File: src/core_params.svh
`ifndef CORE_PARAMS_SVH
`define CORE_PARAMS_SVH

// Datapath word, also the instruction width
`define WORD_W 16

// General register file
`define REG_CNT 8
`define REG_AW 3

// Opcode 00001 with all other bits zero
`define NOP_INSTR 16'h0800

`endif

File: src/isa_pkg.sv
`include "core_params.svh"

package isa_pkg;

	typedef logic [`WORD_W-1:0] word_t;   // Data or instruction word
	typedef logic [`REG_AW-1:0] reg_addr_t; // Register number
	typedef logic [4:0] opcode_t;          // Major opcode, bits 15:11
	typedef logic [1:0] funct2_t;          // Bits 1:0
	typedef logic [4:0] funct5_t;          // Bits 4:0

	////////////////////
	// Major opcodes
	////////////////////
	localparam opcode_t OP_NOP    = 5'b00001;
	localparam opcode_t OP_SHIFT  = 5'b00110; // SLL, SRL, SRA
	localparam opcode_t OP_ADDIU3 = 5'b01000;
	localparam opcode_t OP_ADDIU  = 5'b01001;
	localparam opcode_t OP_LI     = 5'b01101;
	localparam opcode_t OP_MOVE   = 5'b01111;
	localparam opcode_t OP_ADDSUB = 5'b11100; // ADDU, SUBU
	localparam opcode_t OP_LOGIC  = 5'b11101; // AND, OR and friends

	////////////////////
	// Function codes
	////////////////////
	localparam funct2_t FN_ADDU = 2'b01;
	localparam funct2_t FN_SUBU = 2'b11;

	localparam funct5_t FN_AND = 5'b01100;
	localparam funct5_t FN_OR  = 5'b01101;

	// Shift group, amount in bits 4:2
	localparam funct2_t FN_SLL = 2'b00;
	localparam funct2_t FN_SRL = 2'b10;
	localparam funct2_t FN_SRA = 2'b11;

endpackage

File: src/pipe_pkg.sv
package pipe_pkg;

	////////////////////
	// ALU operations
	////////////////////
	// Chosen in decode, carried to execute with the operands.
	// ALU_PASS_A forwards op1 unchanged, used by LI, MOVE and bubbles.
	typedef enum logic [2:0] {
		ALU_ADD    = 3'd0,
		ALU_SUB    = 3'd1,
		ALU_AND    = 3'd2,
		ALU_OR     = 3'd3,
		ALU_SLL    = 3'd4,
		ALU_SRL    = 3'd5,
		ALU_SRA    = 3'd6,
		ALU_PASS_A = 3'd7
	} alu_op_t;

endpackage

File: src/exe_bus_if.sv
`timescale 1ns/10ps

interface exe_bus_if;
	import isa_pkg::*;
	import pipe_pkg::*;

	word_t     op1;       // First ALU operand
	word_t     op2;       // Second operand or shift amount
	alu_op_t   alu_op;
	logic      reg_write; // Qualifies dest for this cycle
	reg_addr_t dest;

	// Decode side owns the pipeline register
	modport stage_src (
		output op1, op2, alu_op, reg_write, dest
	);

	// Execute side only consumes
	modport stage_dst (
		input op1, op2, alu_op, reg_write, dest
	);

endinterface

File: src/exe_unit.sv
`timescale 1ns/10ps

module exe_unit (
	input  logic               clk,
	input  logic               reset,
	exe_bus_if.stage_dst       ex,
	output isa_pkg::word_t     alu_result,
	output logic               wb_en,
	output isa_pkg::reg_addr_t wb_addr,
	output isa_pkg::word_t     wb_data
);
	import isa_pkg::*;
	import pipe_pkg::*;

	logic [3:0] shamt;

	assign shamt = ex.op2[3:0]; // Up to eight from decode

	////////////////////
	// ALU
	////////////////////
	// Also feeds the forwarding path back into decode
	always_comb begin
		case (ex.alu_op)
			ALU_ADD:  alu_result = ex.op1 + ex.op2;
			ALU_SUB:  alu_result = ex.op1 - ex.op2;
			ALU_AND:  alu_result = ex.op1 & ex.op2;
			ALU_OR:   alu_result = ex.op1 | ex.op2;
			ALU_SLL:  alu_result = ex.op1 << shamt;
			ALU_SRL:  alu_result = ex.op1 >> shamt;
			ALU_SRA:  alu_result = word_t'($signed(ex.op1) >>> shamt);
			default:  alu_result = ex.op1;  // Pass op1
		endcase
	end

	////////////////////
	// Write-back register
	////////////////////
	always_ff @(posedge clk) begin
		if (reset) begin
			wb_en <= 1'b0;
		end else begin
			wb_en <= ex.reg_write;
		end
	end

	always_ff @(posedge clk) begin
		wb_addr <= ex.dest;     // Only meaningful with wb_en
		wb_data <= alu_result;
	end

endmodule

File: src/id_exe.sv
`timescale 1ns/10ps
`include "core_params.svh"

module id_exe (
	input  logic               clk,
	input  logic               reset,
	input  isa_pkg::word_t     instr,
	input  logic               hold,
	output isa_pkg::reg_addr_t rd_addr1,
	output isa_pkg::reg_addr_t rd_addr2,
	input  isa_pkg::word_t     rd_data1,
	input  isa_pkg::word_t     rd_data2,
	input  isa_pkg::word_t     alu_result,
	exe_bus_if.stage_src       ex
);
	import isa_pkg::*;
	import pipe_pkg::*;

	word_t     cur_instr;
	opcode_t   opcode;
	reg_addr_t rx;
	reg_addr_t ry;
	reg_addr_t rz;
	word_t     imm8_sext;
	word_t     imm8_zext;
	word_t     imm4_sext;
	word_t     shamt;
	word_t     src_x;
	word_t     src_y;

	word_t     next_op1;
	word_t     next_op2;
	alu_op_t   next_alu_op;
	reg_addr_t next_dest;
	logic      next_wr;

	////////////////////
	// Field extraction
	////////////////////
	assign cur_instr = hold ? `NOP_INSTR : instr; // Hold turns the slot into a NOP
	assign opcode    = cur_instr[15:11];
	assign rx        = cur_instr[10:8];
	assign ry        = cur_instr[7:5];
	assign rz        = cur_instr[4:2];

	assign imm8_sext = {{(`WORD_W-8){cur_instr[7]}}, cur_instr[7:0]};
	assign imm8_zext = {{(`WORD_W-8){1'b0}}, cur_instr[7:0]};
	assign imm4_sext = {{(`WORD_W-4){cur_instr[3]}}, cur_instr[3:0]};
	// Shift field of zero encodes eight
	assign shamt = (cur_instr[4:2] == 3'd0) ? word_t'(8) : word_t'(cur_instr[4:2]);

	// Register file is always addressed by rx and ry
	assign rd_addr1 = rx;
	assign rd_addr2 = ry;

	// Item in execute is newer than anything in the register file
	assign src_x = (ex.reg_write && (ex.dest == rx)) ? alu_result : rd_data1;
	assign src_y = (ex.reg_write && (ex.dest == ry)) ? alu_result : rd_data2;

	////////////////////
	// Decode
	////////////////////
	always_comb begin
		next_op1    = '0;
		next_op2    = '0;
		next_alu_op = ALU_PASS_A;
		next_dest   = rx;
		next_wr     = 1'b0;
		case (opcode)
			OP_ADDIU: begin
				next_op1    = src_x;
				next_op2    = imm8_sext;
				next_alu_op = ALU_ADD;
				next_wr     = 1'b1;
			end
			OP_ADDIU3: begin
				next_op1    = src_x;
				next_op2    = imm4_sext;
				next_alu_op = ALU_ADD;
				next_dest   = ry; // Result goes to ry here
				next_wr     = 1'b1;
			end
			OP_ADDSUB: begin
				next_op1  = src_x;
				next_op2  = src_y;
				next_dest = rz;
				if (cur_instr[1:0] == FN_ADDU) begin
					next_alu_op = ALU_ADD;
					next_wr     = 1'b1;
				end else if (cur_instr[1:0] == FN_SUBU) begin
					next_alu_op = ALU_SUB;
					next_wr     = 1'b1;
				end
			end
			OP_LOGIC: begin
				next_op1 = src_x;
				next_op2 = src_y;
				if (cur_instr[4:0] == FN_AND) begin
					next_alu_op = ALU_AND;
					next_wr     = 1'b1;
				end else if (cur_instr[4:0] == FN_OR) begin
					next_alu_op = ALU_OR;
					next_wr     = 1'b1;
				end
			end
			OP_SHIFT: begin
				next_op1 = src_y;  // Shifted value is ry
				next_op2 = shamt;
				next_wr  = (cur_instr[1:0] != 2'b01); // 01 is not a shift
				case (cur_instr[1:0])
					FN_SLL:  next_alu_op = ALU_SLL;
					FN_SRL:  next_alu_op = ALU_SRL;
					FN_SRA:  next_alu_op = ALU_SRA;
					default: next_alu_op = ALU_PASS_A;
				endcase
			end
			OP_LI: begin
				next_op1 = imm8_zext;
				next_wr  = 1'b1;
			end
			OP_MOVE: begin
				next_op1 = src_y;
				next_wr  = 1'b1;
			end
			OP_NOP: begin
				next_wr = 1'b0;  // Bubble
			end
			default: begin
				next_wr = 1'b0;  // Unknown encodings behave as NOP
			end
		endcase
	end

	////////////////////
	// Decode to execute register
	////////////////////
	always_ff @(posedge clk) begin
		if (reset) begin
			ex.op1       <= '0;
			ex.op2       <= '0;
			ex.alu_op    <= ALU_PASS_A;
			ex.dest      <= '0;
			ex.reg_write <= 1'b0;
		end else begin
			ex.op1       <= next_op1;
			ex.op2       <= next_op2;
			ex.alu_op    <= next_alu_op;
			ex.dest      <= next_dest;
			ex.reg_write <= next_wr;
		end
	end

endmodule

File: src/mips16_core.sv
`timescale 1ns/10ps

module mips16_core (
	input  logic               clk,
	input  logic               reset,
	input  isa_pkg::word_t     instr,
	input  logic               hold,
	output logic               wb_en,
	output isa_pkg::reg_addr_t wb_addr,
	output isa_pkg::word_t     wb_data
);
	import isa_pkg::*;

	reg_addr_t rd_addr1;
	reg_addr_t rd_addr2;
	word_t     rd_data1;
	word_t     rd_data2;
	word_t     alu_result; // Execute result, forwarded to decode

	exe_bus_if u_ex_bus ();

	reg_file u_reg_file (
		.clk      (clk),
		.reset    (reset),
		.rd_addr1 (rd_addr1),
		.rd_addr2 (rd_addr2),
		.rd_data1 (rd_data1),
		.rd_data2 (rd_data2),
		.wb_en    (wb_en),
		.wb_addr  (wb_addr),
		.wb_data  (wb_data)
	);

	id_exe u_id_exe (
		.clk        (clk),
		.reset      (reset),
		.instr      (instr),
		.hold       (hold),
		.rd_addr1   (rd_addr1),
		.rd_addr2   (rd_addr2),
		.rd_data1   (rd_data1),
		.rd_data2   (rd_data2),
		.alu_result (alu_result),
		.ex         (u_ex_bus.stage_src)
	);

	exe_unit u_exe_unit (
		.clk        (clk),
		.reset      (reset),
		.ex         (u_ex_bus.stage_dst),
		.alu_result (alu_result),
		.wb_en      (wb_en),
		.wb_addr    (wb_addr),
		.wb_data    (wb_data)
	);

endmodule

File: src/reg_file.sv
`timescale 1ns/10ps
`include "core_params.svh"

module reg_file (
	input  logic              clk,
	input  logic              reset,
	input  isa_pkg::reg_addr_t rd_addr1,
	input  isa_pkg::reg_addr_t rd_addr2,
	output isa_pkg::word_t     rd_data1,
	output isa_pkg::word_t     rd_data2,
	input  logic              wb_en,
	input  isa_pkg::reg_addr_t wb_addr,
	input  isa_pkg::word_t     wb_data
);
	import isa_pkg::*;

	word_t regs [`REG_CNT];

	////////////////////
	// Write port
	////////////////////
	always_ff @(posedge clk) begin
		if (reset) begin
			for (int i = 0; i < `REG_CNT; i++) begin
				regs[i] <= '0;
			end
		end else if (wb_en) begin
			regs[wb_addr] <= wb_data;
		end
	end

	////////////////////
	// Read ports
	////////////////////
	// A same-cycle write shows through, so an instruction two behind
	// the writer sees the new value without waiting for the edge
	always_comb begin
		rd_data1 = regs[rd_addr1];
		rd_data2 = regs[rd_addr2];
		if (wb_en && (wb_addr == rd_addr1))
			rd_data1 = wb_data;  // Write-through
		if (wb_en && (wb_addr == rd_addr2))
			rd_data2 = wb_data;
	end

endmodule

File: config.mk
export PLATFORM = sky130hd
export DESIGN_NAME = mips16_core
export DESIGN_NICKNAME = d
export VERILOG_FILES = /design/src/isa_pkg.sv /design/src/pipe_pkg.sv /design/src/exe_bus_if.sv /design/src/exe_unit.sv /design/src/id_exe.sv /design/src/mips16_core.sv /design/src/reg_file.sv
export VERILOG_INCLUDE_DIRS = /design/src
export SDC_FILE = /design/constraint.sdc
export NUM_CORES = 1
export LEC_CHECK = 0
export ABC_CLOCK_PERIOD_IN_PS = 3580
export BUFFER_PORTS_ARGS = -buffer_cell sky130_fd_sc_hd__buf_2
export CORE_MARGIN = 4
export CORE_UTILIZATION = 48
export CTS_BUF_LIST = sky130_fd_sc_hd__clkbuf_4
export DETAILED_ROUTE_END_ITERATION = 12
export HOLD_SLACK_MARGIN = 0.06
export PLACE_DENSITY = 0.67
export SETUP_SLACK_MARGIN = 0.1
export SLEW_MARGIN = 20
export SYNTH_ARGS = -nofsm -noshare
export SYNTH_HDL_FRONTEND = slang
export SYNTH_SLANG_ARGS = --single-unit
File: constraint.sdc
create_clock -name clk -period 3.58 [get_ports clk]
set_clock_uncertainty 0.2 [all_clocks]
set_input_delay 0.716 -clock clk [delete_from_list [all_inputs] [get_ports clk]]
set_output_delay 0.716 -clock clk [all_outputs]
set_load 0.02 [all_outputs]
# After elaboration in Yosys (flattened, before gate mapping)
# Memories as Yosys holds them, arrays and structs flattened.
# Index checks and enable logic that the tools add are counted.
[totals]
reg_bits = 59
input_bits = 19
rom_bits = 0
n_memories = 1
ram_bits = 128
latchBits = 0
out_inout_bits = 20
[memory_table]
columns = ["memory", "depth", "width", "read_ports", "rd_clocked_by_memory_dff", "write_ports", "line", "source"]
rows = [
  ["u_reg_file.regs", 8, 16, 2, 0, 8, "reg_file.sv:17", "word_t regs [`REG_CNT];"],
]
[op_classes]
order_cmp = 0
add_sub_neg = 2
n_div = 0
n_reduce_logical = 13
eq_ne = 23
mul = 0
muxes = 29
n_shift = 3
n_bitwise = 2
[ops]
columns = ["op", "n"]
rows = [
  ["case mux 16 bit (7 select lines)", 1],
  ["2-to-1 mux 16 bit", 6],
  ["case mux 16 bit (4 select lines)", 1],
  ["case mux 16 bit (3 select lines)", 1],
  ["== test 5 x 4 -> 1 bit (second input constant)", 6],
  ["adder 16 bit", 1],
  ["bitwise AND 16 bit", 1],
  ["bitwise OR 16 bit", 1],
  ["OR reduction 16 bit", 1],
  ["<< shifter 16 x 4 -> 16 bit", 1],
  ["right shift 16 x 4 -> 16 bit", 1],
  [">>> shifter 16 x 4 -> 16 bit", 1],
  ["subtractor 16 bit", 1],
  ["2-to-1 mux 3 bit", 5],
  ["== test 3 bit", 4],
  ["case mux 3 bit (4 select lines)", 1],
  ["== test 5 bit (second input constant)", 2],
  ["2-to-1 mux 1 bit", 10],
  ["== test 3 bit (second input constant)", 3],
  ["OR reduction 4 bit", 2],
  ["== test 3 x 2 -> 1 bit (second input constant)", 2],
  ["zero test 3 bit", 2],
  ["case mux 2 bit (3 select lines)", 1],
  ["case mux 3 bit (2 select lines)", 1],
  ["10 further kinds", 16],
]

# Depth between registers and ports, before layout
# Gate-level depths: netlist of run 1.
[depth]
word_depth = 6
depth_mapped = 20
depth_no_buf = 15

# Hierarchy
# Synthesis of run 1 repeated with hierarchy kept, for this count alone.
[hier_totals]
hier_cells = 1169
hier_area_um2 = 13282.7
[modules_own_cells]
columns = ["module", "n_inst", "area_each_um2", "seq_area_each_um2", "cells_per_inst"]
rows = [
  ["reg_file", 1, 7453.4, 3843.7, 445],
  ["exe_unit", 1, 3642.2, 400.4, 478],
  ["id_exe", 1, 2187.1, 780.7, 246],
]

# Worst setup path after synthesis of run 1
# No wires, ideal clock.
[synth_path]
path_kind = "reg2reg"
from = "register u_id_exe.ex.op2[1]"
to = "register u_id_exe.ex.op1[15]"
t_arrival_ns = 3.415
required_ns = 3.244
path_slack_ns = -0.171
stages_incl_launch_ff = 21
path_buffers = 5
setup_time_ns = 0.136
path_cell_list = "dfxtp_1 -> buf_4 -> buf_4 -> buf_4 -> buf_6 -> inv_1 -> ha_1 -> nand2_1 -> nor2_1 -> nand2_1 -> o41ai_1 -> xor2_1 -> ha_1 -> clkbuf_1 -> a21oi_1 -> o21bai_1 -> a221oi_1 -> o21ai_0 -> xnor2_1 -> a21oi_1 -> o221ai_1"
[synth_between]
elab_chain_len = 4
word_cells_on_any_way = 9
cone_classes = "add/sub: 2; shift: 3; mux: 4"
[synth_rtl]
columns = ["element", "line", "source"]
rows = [
  ["start: declaration", "exe_bus_if.sv:15", "output op1, op2, alu_op, reg_write, dest"],
  ["start signal: assignment", "id_exe.sv:146", "ex.op2 <= next_op2;"],
  ["subtractor 16 bit (tied with other cells)", "exe_unit.sv:26", "ALU_SUB: alu_result = ex.op1 - ex.op2;"],
  ["case mux 16 bit (7 select lines) (*)", "exe_unit.sv:24", "case (ex.alu_op)"],
  ["2-to-1 mux 16 bit (on tied branches)", "id_exe.sv:58, id_exe.sv:57", ""],
  ["case mux 16 bit (3 select lines) (*)", "id_exe.sv:69", "case (opcode)"],
  ["end signal: assignment", "id_exe.sv:145", "ex.op1 <= next_op1;"],
  ["end: declaration", "exe_bus_if.sv:15", ""],
]
# Mark *: on every way between the ends. The rest lies on a longest branch, timed or not.
# A chain may end at the register's enable or synchronous reset.

# Worst setup path in the final report of run 1
[layout_path]
from = "register u_id_exe.ex.op2[1]"
to = "register u_id_exe.ex.op2[13]"
[layout_between]
elab_chain_len = 4
word_cells_on_any_way = 8
cone_classes = "add/sub: 2; shift: 3; mux: 3"
[layout_rtl]
columns = ["element", "line", "source"]
rows = [
  ["subtractor 16 bit (tied with other cells)", "exe_unit.sv:26", ""],
  ["case mux 16 bit (7 select lines) (*)", "exe_unit.sv:24", ""],
  ["2-to-1 mux 16 bit (*)", "id_exe.sv:58", "assign src_y = (ex.reg_write && (ex.dest == ry)) ? alu_result : rd_data2;"],
  ["case mux 16 bit (4 select lines) (*)", "id_exe.sv:69", ""],
]
# Marked as above.

==> results of run 1 <==
[synthesized netlist by cell type, drive strengths merged, types with 26 or more instances]
library cell | number | area share
inv | 29 | 0.0081
mux4 | 47 | 0.080
nand2 | 100 | 0.028
o21ai | 54 | 0.020
a21oi | 74 | 0.028
o211ai | 28 | 0.016
mux2i | 79 | 0.059
a211oi | 26 | 0.015
buf | 54 | 0.024
nor2 | 85 | 0.024
dfxtp | 59 | 0.088
o22ai | 27 | 0.013
edfxtp | 128 | 0.29
and2 | 105 | 0.049
clkbuf | 66 | 0.018
nor3 | 50 | 0.019
[state kept, by name (all words and copies together) (netlist names)]
| register | cells |
|---|---|
| u_exe_unit.wb_addr | 3 |
| u_exe_unit.wb_data | 16 |
| u_exe_unit.wb_en | 1 |
| u_id_exe.ex.alu_op | 3 |
| u_id_exe.ex.dest | 3 |
| u_id_exe.ex.op1 | 16 |
| u_id_exe.ex.op2 | 16 |
| u_id_exe.ex.reg_write | 1 |
| u_reg_file.regs | 128 |
[stage by stage]
step                      total power [µW]  hold WS (ns)  instances  instance area [µm²]  setup WS (ns)
after floorplan                       2930         0.173       1370                13500          0.103
after global placement                3180         0.178       1748                14300         0.0391
after detailed placement              3190         0.184       1748                14300         0.0248
after CTS                             4350         0.229       1781                14600          0.106
after global routing                  4540         0.249       1785                14700         0.0698
final                                 4380         0.227       1785                14700          0.205
[area by class of cell]
cell class              instances  area [µm²]
fillers                      2462       12600
multi-input cells            1029        7850
flip-flops and latches        187        5030
repair buffers                130         918
well taps                     372         465
clock inverters                15         170
inverters                      34         131
clock buffers                  17         128
diodes                          1        2.50
[power by group through the flow]
| stage | Sequential [µW] | Clock, µW | Combinational (µW) |
|---|---|---|---|
| after detailed placement | 2490 | 0 | 700 |
| after floorplan | 2460 | 0 | 465 |
| after global placement | 2480 | 0 | 696 |
| after CTS | 2440 | 1210 | 705 |
| after global routing | 2450 | 1310 | 777 |
| final | 2440 | 1200 | 731 |
[cells by family (layout without fill, tap and decap cells)]
kind of cell | count (synthesis) | in the layout
AOI/OAI and AO/OA | 369 | 369
xor gates and xnor gates | 29 | 29
adders and majority gates | 26 | 26
buffers and inverters | 154 | 196
DFF | 187 | 187
muxes | 143 | 143
other | 0 | 1
and+or+nand+nor | 462 | 462
[per-layer routing]
| layer | share of wire | vias to the layer above | global-route usage |
|---|---|---|---|
| met2 | 0.48 | 617 | 0.464 |
| met3 | 0.067 | 123 | 0.0420 |
| met4 | 0.037 | 0 | 0.0998 |
| li1 | - | 5293 | - |
| met1 | 0.42 | 5654 | 0.383 |
| met5 | 0 | - | 0 |
[repair_timing]
item                       CTS  global route
pin swaps                    1             7
setup buffers                1             3
setup endpoints to repair    7            16
resized for setup            2            17
[worst max path at each step]
stage / startpoint / end / slack [ns] / depth (start not counted)
floorplan: u_id_exe.ex.op2[1] / u_id_exe.ex.op1[15] / 0.10 / 20
global placement: u_id_exe.ex.op2[4] / u_id_exe.ex.op2[12] / 0.04 / 12
detailed placement: u_id_exe.ex.op2[6] / u_id_exe.ex.op1[15] / 0.02 / 12
CTS: u_id_exe.ex.op2[11] / u_id_exe.ex.op1[15] / 0.11 / 12
global route: u_id_exe.ex.op2[0] / u_id_exe.ex.op2[13] / 0.07 / 16
finish: u_id_exe.ex.op2[1] / u_id_exe.ex.op2[13] / 0.20 / 14
==> reports/metrics.cfg, run 1 <==
[yosys]
synth-simple-area-share = 0.182
ys.flop_type = edfxtp_1
synth_top_family_by_area = compound AO/OA/AOI/OAI gates
syn_nets = 1411
yosys-mux-area-fraction = 0.154
synth-xor-area-share = 0.0189
synthAdderAreaFrac = 0.0240
synth_area_um2 = 13400
synth_seq_cells = 187
synthCells = 1370
synthArstFlopShare = 0
synth_compound_area_frac = 0.195
yosys_warnings = 0
avgSynthCellArea_um2 = 9.80
ys_types = 91
seq_area_frac_synth = 0.374
synth-edff-count = 128

[clock_tree]
clkTransAtPathRegs_ns = 0.20
cts-root-buf = clkbuf_4
clock_path_buffers = 2
cts_sinks = 187
ctsHtreeMaxLevel = 4
clk_latency_ns = 0.63
cts-buffers-inserted = 17
hold_buffers = 0
cts_tree = built

[setup_path]
cp_slowest_stage_delay_ns = 0.47
start_kind = flip-flop
timing.rr.start = u_id_exe.ex.op2[1]
r2r_setup_slack_ns = 0.20
r2r-end = u_id_exe.ex.op2[13]
crit_buf_inv = 2
endpoint_kind = flip-flop
cp.required_ns = 3.86
slowest_stage = dfxtp_2
path_cells = inv_4, ha_4, nand2_2, nand2_1, xor2_1, ha_1, or2_0, a311oi_2, a21o_1, o211ai_1, xnor2_1, a221oi_2, buf_4, o221ai_1
critPathTopFamily = compound AO/OA/AOI/OAI gates
cp_max_fo = 5
critical_path_arrival_ns = 3.66
crit_type = flip-flop to flip-flop
ff2ff_path_depth = 14

[power_and_ir_drop]
p_comb_frac = 0.167
p_leak_uw = 0.00544
p_seq_frac = 0.558
power.density_nw_per_um2 = 298
p_switching_uw = 1400
switching_share = 0.321
p_int_uw = 2970
clkPwrFrac = 0.275
ir_worst_vdd_mv = 0.340

[timing]
slew_violations = 0
hold_violations = 0
layout_min_cycle_time_ns = 3.38
setup_viol = 0
tns_ns = 0
maxSlewHeadroom = 0.510
rsz0062_at_grt = yes
max_freq_mhz = 296
period_share = 0.943
tightest_slew_ns = 0.733

[grt]
antenna_found_initial = 1
grtUsageTotal = 0.282
grt_pass1_wl_um = 68100
grt_pass1_vias = 11300
grt_max_degree = 46
overflow = 0

[routing]
drc = 0
drt_first_pass_iters = 6
vias = 11700
wirelength_um = 44000
via_per_inst = 6.55
first_iter_violations = 1477
wl_per_cell_um = 24.6
antenna_left = 0

[die]
die-area_um2 = 30700
io_pins = 39
fp.dieW_um = 175
die_y_um = 175
start_util = 0.493
core_area_um2 = 27300
rows = 60

[cells_and_area]
drive_above_1_share = 0.199
final_util = 0.539
area_growth_pct = 9.43
final_cell_mix = 128 x edfxtp_1, 105 x and2_1, 98 x nand2_1
mostFrequentLayoutCell = edfxtp_1
num-nets-final = 1440

[place]
globalplace.congestion = 0.979
hpwl_um = 32800
numPortBuffers = 38

[worst_hold_path]
hold_depth = 0
whs_endpoint = u_exe_unit.wb_addr[1]
hp-class = flip-flop to flip-flop
hp-start = u_id_exe.ex.dest[1]

[run]
cap_violations = 0

[run_status]
run_status = finished, final reports clean

(Power assumes the default switching activity.)
==> run 2, diff against run 1 <==
- SETUP_SLACK_MARGIN: 0.1 -> 0.05
- SYNTH_HIERARCHICAL: not set -> 1
==> run 2 against run 1 <==
  * The run now ends with negative setup slack left
  * Final cell count decreased by 7.7%
  * Non-clock buffer count increased by 30
  * Routed wire length decreased by 10%
  * Count of clock-buffer cells in the layout unchanged
  * Global-route usage decreased by 3.0 points
  * Fmax decreased by 5.9%
  * First-iteration DRC count decreased by 34%
  * Via count decreased by 12%
  * Largest power group unchanged
  * Highest routed layer unchanged
==> reports/metrics.cfg, run 2 <==
[run_status]
run_status = finished, violations left
violations = negative setup slack

[power_and_ir_drop]
ir_worst_vdd_mv = 0.250  ; -26%
p_switching_uw = 1210  ; -14%
power.density_nw_per_um2 = 282  ; -5.2%
total_power_uw = 4250  ; -2.9%
p_comb_frac = 0.144  ; -0.023
p_int_uw = 3040  ; +2.3%
clkPwrFrac = 0.286  ; +0.011
p_seq_frac = 0.570  ; +0.012
switching_share = 0.285  ; -0.0361
p_leak_uw = 0.00581  ; +6.6%

[worst_hold_path]
hp-class = flip-flop to flip-flop

[yosys]
synth_top_area_cell = edfxtp_1
syn_nets = 1210  ; -14%
synth_most_common_cell = and2_1
synth-edff-count = 128  ; unchanged
ys_top_cells_by_area = edfxtp_1 29%, mux4_1 12%, dfxtp_1 8.9%, and2_1 7.1%, mux2_2 5.4%
synthCells = 1169  ; -15%
synth_area_um2 = 13300  ; -1.1%
synth_seq_cells = 187  ; unchanged
seq_area_frac_synth = 0.378  ; +0.00419
yosys_warnings = 6  ; +6
synth_top_area_share = 0.289  ; +0.00321
ys.flop_type = edfxtp_1
avgSynthCellArea_um2 = 11.4  ; +16%
ys_types = 74  ; -19%
synthArstFlopShare = 0  ; unchanged
synth_commonest_cells = 151 x and2_1, 128 x edfxtp_1, 83 x nor2_1

[grt]
antenna_found_initial = 1  ; unchanged
grt_pass1_wl_um = 59900  ; -12%
grt_pass1_vias = 10100  ; -11%
grtUsageTotal = 0.252  ; -0.0299
overflow = 0  ; unchanged
grt_max_degree = 40  ; -13%

[timing]
finalWorstSetupSlack_ns = -0.00560  ; -0.210 ns
rsz0062_at_grt = yes
hold_violations = 0  ; unchanged
setup_viol = 1  ; +1
max_freq_mhz = 279  ; -5.9%
maxSlewHeadroom = 0.488  ; -0.0223
tns_ns = -0.00560  ; -0.00560 ns
tightest_slew_ns = 0.768  ; +0.0344 ns
layout_min_cycle_time_ns = 3.59  ; +0.210 ns
slew_violations = 0  ; unchanged
period_share = 1.00  ; +0.0587

[routing]
wl_per_cell_um = 23.9  ; -2.8%
vias = 10300  ; -12%
wirelength_um = 39400  ; -10%
first_iter_violations = 970  ; -34%
via_per_inst = 6.23  ; -4.8%
drc = 0  ; unchanged
antenna_left = 0  ; unchanged
drt_first_pass_iters = 5  ; -1

[clock_tree]
cts_sinks = 187  ; unchanged
clk_latency_ns = 0.59  ; -0.04 ns
clock_path_buffers = 2  ; unchanged
clkTransAtPathRegs_ns = 0.17  ; -0.03 ns
ctsHtreeMaxLevel = 4  ; unchanged
cts_tree = built
cts-buffers-inserted = 17  ; unchanged
cts-root-buf = clkbuf_4

[setup_path]
cp_slowest_stage_delay_ns = 0.37  ; -0.10 ns
crit_type = flip-flop to flip-flop
path_cells = nor4_2, buf_4, nand3_4, o41ai_2, xor2_1, ha_1, a211o_1, a41o_1, a211oi_2, xor2_1, o32ai_2, mux2i_1, o22ai_1, and2_1
critical_path_arrival_ns = 3.86  ; +0.20 ns
endpoint_kind = flip-flop
crit_top_cell = xor2_1
slowest_stage = dfxtp_2
cp.required_ns = 3.85  ; about the same
cp_max_fo = 4  ; -1
start_kind = flip-flop

[place]
globalplace.congestion = 1.00  ; +2.5%
hpwl_um = 27500  ; -16%
numPortBuffers = 38  ; unchanged

[cells_and_area]
n_fill_cell = 2314  ; -6.0%
largest-register = u_reg_file/regs
final_cell_mix = 150 x and2_1, 128 x edfxtp_1, 114 x buf_4
drive_above_1_share = 0.287  ; +0.0881
area_growth_pct = 13.3
mostFrequentLayoutCell = and2_1
num-nets-final = 1303  ; -9.5%
final_util = 0.555  ; +0.0160
largest_reg_flops = 128  ; unchanged

[die]
io_pins = 39  ; unchanged
fp.dieW_um = 174  ; -0.53%
core_area_um2 = 27100  ; -0.55%
die-area_um2 = 30400  ; -1.1%
rows = 60  ; unchanged
die_y_um = 174  ; -0.53%
start_util = 0.490  ; -0.00276

[run]
cap_violations = 0  ; unchanged

-- run 2: cell types whose count changed after synthesis, sizes merged, moves of 27 or more --
| cell | before | now |
|---|---|---|
| mux2 | 17 | 75 |
| and2 | 105 | 151 |
| mux4 | 47 | 84 |
| mux2i | 79 | 52 |
| nor3 | 50 | 12 |
| nand2 | 100 | 44 |
-- run 2: cell families (layout without fill, tap and decap cells) --
logic type,count (synthesis),count (layout),share of synthesized area
and+or+nand+nor,386,386,0.159
AOI/OAI and AO/OA,231,231,0.119
muxes,211,211,0.265
DFF,187,187,0.378
buffers and inverters,103,209,0.0383
xor gates and xnor gates,29,29,0.0191
adders and majority gates,22,22,0.0213
other,0,1,0
-- run 2: layout make-up --
class | count | area (µm²) | area share
multi-input cells | 879 | 7980 | 0.530
flip-flops and latches | 187 | 5040 | 0.335
inverters | 17 | 63.8 | 0.00424
repair buffers | 160 | 1200 | 0.0796
well taps | 372 | 465 | 0.0309
clock inverters | 15 | 175 | 0.0116
diodes | 1 | 2.50 | 0.000166
clock buffers | 17 | 128 | 0.00848
-- run 2: metal layers --
metal | GRT usage | vias up | part of all wire
met2 | 0.427 | 419 | 0.49
met4 | 0.0822 | 0 | 0.027
met3 | 0.0372 | 77 | 0.054
met5 | 0 | - | 0
li1 | - | 4679 | -
met1 | 0.335 | 5098 | 0.43
-- run 2: critical path, delay by kind of cell, from the launching register on --
family                     cells  cell delay [ns]
and+or+nand+nor                3             0.51
adders and majority gates      1             0.30
buffers and inverters          1             0.17
DFF                            1             0.37
xor gates and xnor gates       2             0.40
AOI/OAI and AO/OA              6             1.29
muxes                          1             0.25
-- run 2: power groups by stage --
stage,logic [µW],clock network (µW),registers [µW]
4_1_cts,591,1250,2420
2_1_floorplan,391,0,2450
6_report,610,1220,2420
5_1_grt,645,1340,2430
3_5_place_dp,580,0,2470
3_3_place_gp,579,0,2460
-- run 2: stage by stage --
step	instances	hold WS [ns]	setup WS, ns	cell area [µm²]
after floorplan	1169	0.173	0.0492	13300
final	1648	0.234	-0.00560	15000
after global placement	1607	0.206	0.0164	14500
after CTS	1644	0.212	0.0294	14900
after detailed placement	1607	0.200	-0.0842	14500
after global routing	1648	0.236	-0.142	15000
-- run 2: worst paths after layout --
| check | from | endpoint | slack, ns | cells after the start |
|---|---|---|---|---|
| worst max-delay path | u_id_exe/ex.op2[5] | u_id_exe/ex.op1[14] | -0.006 | 14 |
| worst max register to register | u_id_exe/ex.op2[5] | u_id_exe/ex.op1[14] | -0.006 | 14 |
| worst min-delay path | u_id_exe/ex.dest[2] | u_exe_unit/wb_addr[2] | 0.23 | 0 |
| worst min register to register | u_id_exe/ex.dest[2] | u_exe_unit/wb_addr[2] | 0.23 | 0 |
-- run 2: repair_timing --
item                                    CTS  global route
resized for setup                        19            37
hold buffers                              0             0
pin swaps                                 7            24
setup buffers                             5             3
endpoints found under the setup margin   13            22
==> run 3, diff against run 2 <==
- ABC_CLOCK_PERIOD_IN_PS: 3580 -> 3500
- PLACE_DENSITY: 0.67 -> not set
- clock period: 3.58 -> 3.5 ns (I/O delays scaled with it)
==> run 3 against run 2 <==
  * The run still ends with negative setup slack left
  * Critical path depth unchanged
  * Fmax increased by 2.0%
  * First-iteration DRC count rose by 8.9%
  * Setup slack got worse by 0.0086 ns
  * Via count is 0.55% lower
  * Final cell count hardly changed
==> reports/metrics.cfg, run 3 (synthesis results as in run 2) <==
[routing]
wl_per_cell_um = 24.4  ; +1.9%
drt_first_pass_iters = 9  ; +4
vias = 10200  ; -0.55%
drc = 0  ; unchanged
wirelength_um = 40200  ; +1.8%
antenna_left = 0  ; unchanged
via_per_inst = 6.20  ; -0.48%
first_iter_violations = 1056  ; +8.9%

[clock_tree]
clock_path_buffers = 2  ; unchanged
ctsHtreeMaxLevel = 4  ; unchanged
cts_sinks = 187  ; unchanged
cts-buffers-inserted = 17  ; unchanged
clkTransAtPathRegs_ns = 0.21  ; +0.04 ns
clk_latency_ns = 0.60  ; about the same
cts-root-buf = clkbuf_4
cts_tree = built

[cells_and_area]
register_area_um2 = 5030  ; -0.12%
final_cell_mix = 150 x and2_1, 128 x edfxtp_1, 106 x buf_4
largest-register = u_reg_file/regs
drive_above_1_share = 0.293  ; +0.00572
n_fill_cell = 2294  ; -0.86%
num-nets-final = 1302  ; -0.077%
largest_reg_flops = 128  ; unchanged
area_growth_pct = 14.1
multi_input_area_um2 = 8060  ; +1.0%
final_util = 0.559  ; +0.00379
mostFrequentLayoutCell = and2_1

[grt]
grt_pass1_vias = 10100  ; -0.18%
grtUsageMet1 = 0.356  ; +0.0207
grt_use_met3 = 0.0322  ; -0.00500
use_met2 = 0.439  ; +0.0123
antenna_found_initial = 1  ; unchanged
grt_max_degree = 40  ; unchanged
grt_busiest_layer = met2
grt_pass1_wl_um = 61100  ; +2.0%
overflow = 0  ; unchanged
grtUsageTotal = 0.258  ; +0.00586

[die]
core_area_um2 = 27100  ; unchanged
rows = 60  ; unchanged
fp.dieW_um = 174  ; unchanged
die_y_um = 174  ; unchanged
die-area_um2 = 30400  ; unchanged
io_pins = 39  ; unchanged
start_util = 0.490  ; unchanged

[setup_path]
crit_type = flip-flop to flip-flop
endpoint_kind = flip-flop
cp_max_fo = 5  ; +1
cp.required_ns = 3.77  ; -0.08 ns
start_kind = flip-flop
ff2ff_path_depth = 14  ; unchanged
critical_path_arrival_ns = 3.78  ; -0.08 ns

[run]
cap_violations = 0  ; unchanged

[power_and_ir_drop]
ir_worst_vdd_mv = 0.194  ; -23%
p_leak_uw = 0.00585  ; +0.78%
power.density_nw_per_um2 = 288  ; +2.1%

[place]
globalplace.congestion = 0.951  ; -5.1%
hpwl_um = 27600  ; +0.26%
numPortBuffers = 38  ; unchanged

[timing]
hold_violations = 0  ; unchanged
tns_ns = -0.0144  ; -0.00881 ns
maxSlewHeadroom = 0.597  ; +0.109
layout_min_cycle_time_ns = 3.51  ; -0.0714 ns
period_share = 1.00  ; +0.00248
max_freq_mhz = 285  ; +2.0%
finalWorstSetupSlack_ns = -0.0142  ; -0.00856 ns
setup_viol = 2  ; +1
rsz0062_at_grt = yes
slew_violations = 0  ; unchanged
tightest_slew_ns = 0.603  ; -0.165 ns

[run_status]
run_status = finished, violations left
violations = negative setup slack

[worst_hold_path]
hp-class = primary input to flip-flop
hold_depth = 2  ; +2

-- run 3: metrics by stage --
step | hold slack [ns] | cells | area (µm²) | setup slack [ns] | total power (µW)
6_report | 0.223 | 1647 | 15200 | -0.0142 | 4370
5_1_grt | 0.199 | 1647 | 15200 | -0.208 | 4540
4_1_cts | 0.181 | 1641 | 14900 | 0.0244 | 4380
3_5_place_dp | 0.208 | 1609 | 14500 | -0.0788 | 3130
3_3_place_gp | 0.215 | 1609 | 14500 | -0.0620 | 3130
2_1_floorplan | 0.173 | 1169 | 13300 | 0.0240 | 2910
-- run 3: final timing paths --
check / start / endpoint / slack [ns]
hold reg to reg: u_id_exe/ex.dest[0] / u_exe_unit/wb_addr[0] / 0.24
hold / removal: reset / u_exe_unit/wb_en / 0.22
setup reg to reg: u_id_exe/ex.op2[2] / u_id_exe/ex.op1[14] / -0.01
setup / recovery: u_id_exe/ex.op2[2] / u_id_exe/ex.op1[14] / -0.01
-- run 3: critical path, stage by stage, from the launching register on --
cell and delay [ns]:
dfxtp_2 0.37, nor4_4 0.28, buf_6 0.17, nand3_4 0.09, o41ai_4 0.24, xor2_1 0.19, ha_1 0.30, a211o_1 0.28
a41o_1 0.21, a211oi_2 0.29, xor2_1 0.22, o32ai_2 0.12, mux2i_1 0.22, o22ai_1 0.10, and2_1 0.16
-- run 3: what timing repair did --
item / in CTS / in global routing
pin swaps: 1 / 51
hold buffers: 0 / 0
cloned: 0 / 0
resized for setup: 20 / 59
endpoints found under the setup margin: 15 / 24
buffers inserted: 0 / 6
-- run 3: power by group --
group	total [µW]	internal (µW)	switching [µW]
clock	1250	351	898
sequential	2480	2420	64.7
combinational	636	302	333
-- run 3: area by class of cell --
class                   instances  area share
diodes                          1    0.000165
clock buffers                  17     0.00842
clock inverters                15      0.0123
inverters                      17     0.00438
multi-input cells             879       0.532
flip-flops and latches        187       0.332
well taps                     372      0.0307
repair buffers                159      0.0799
-- run 3: routing by layer --
metal	vias to the layer above	part of all wire
li1	4664	-
met1	5074	0.43
met2	412	0.49
met3	67	0.056
met4	0	0.021
met5	-	0
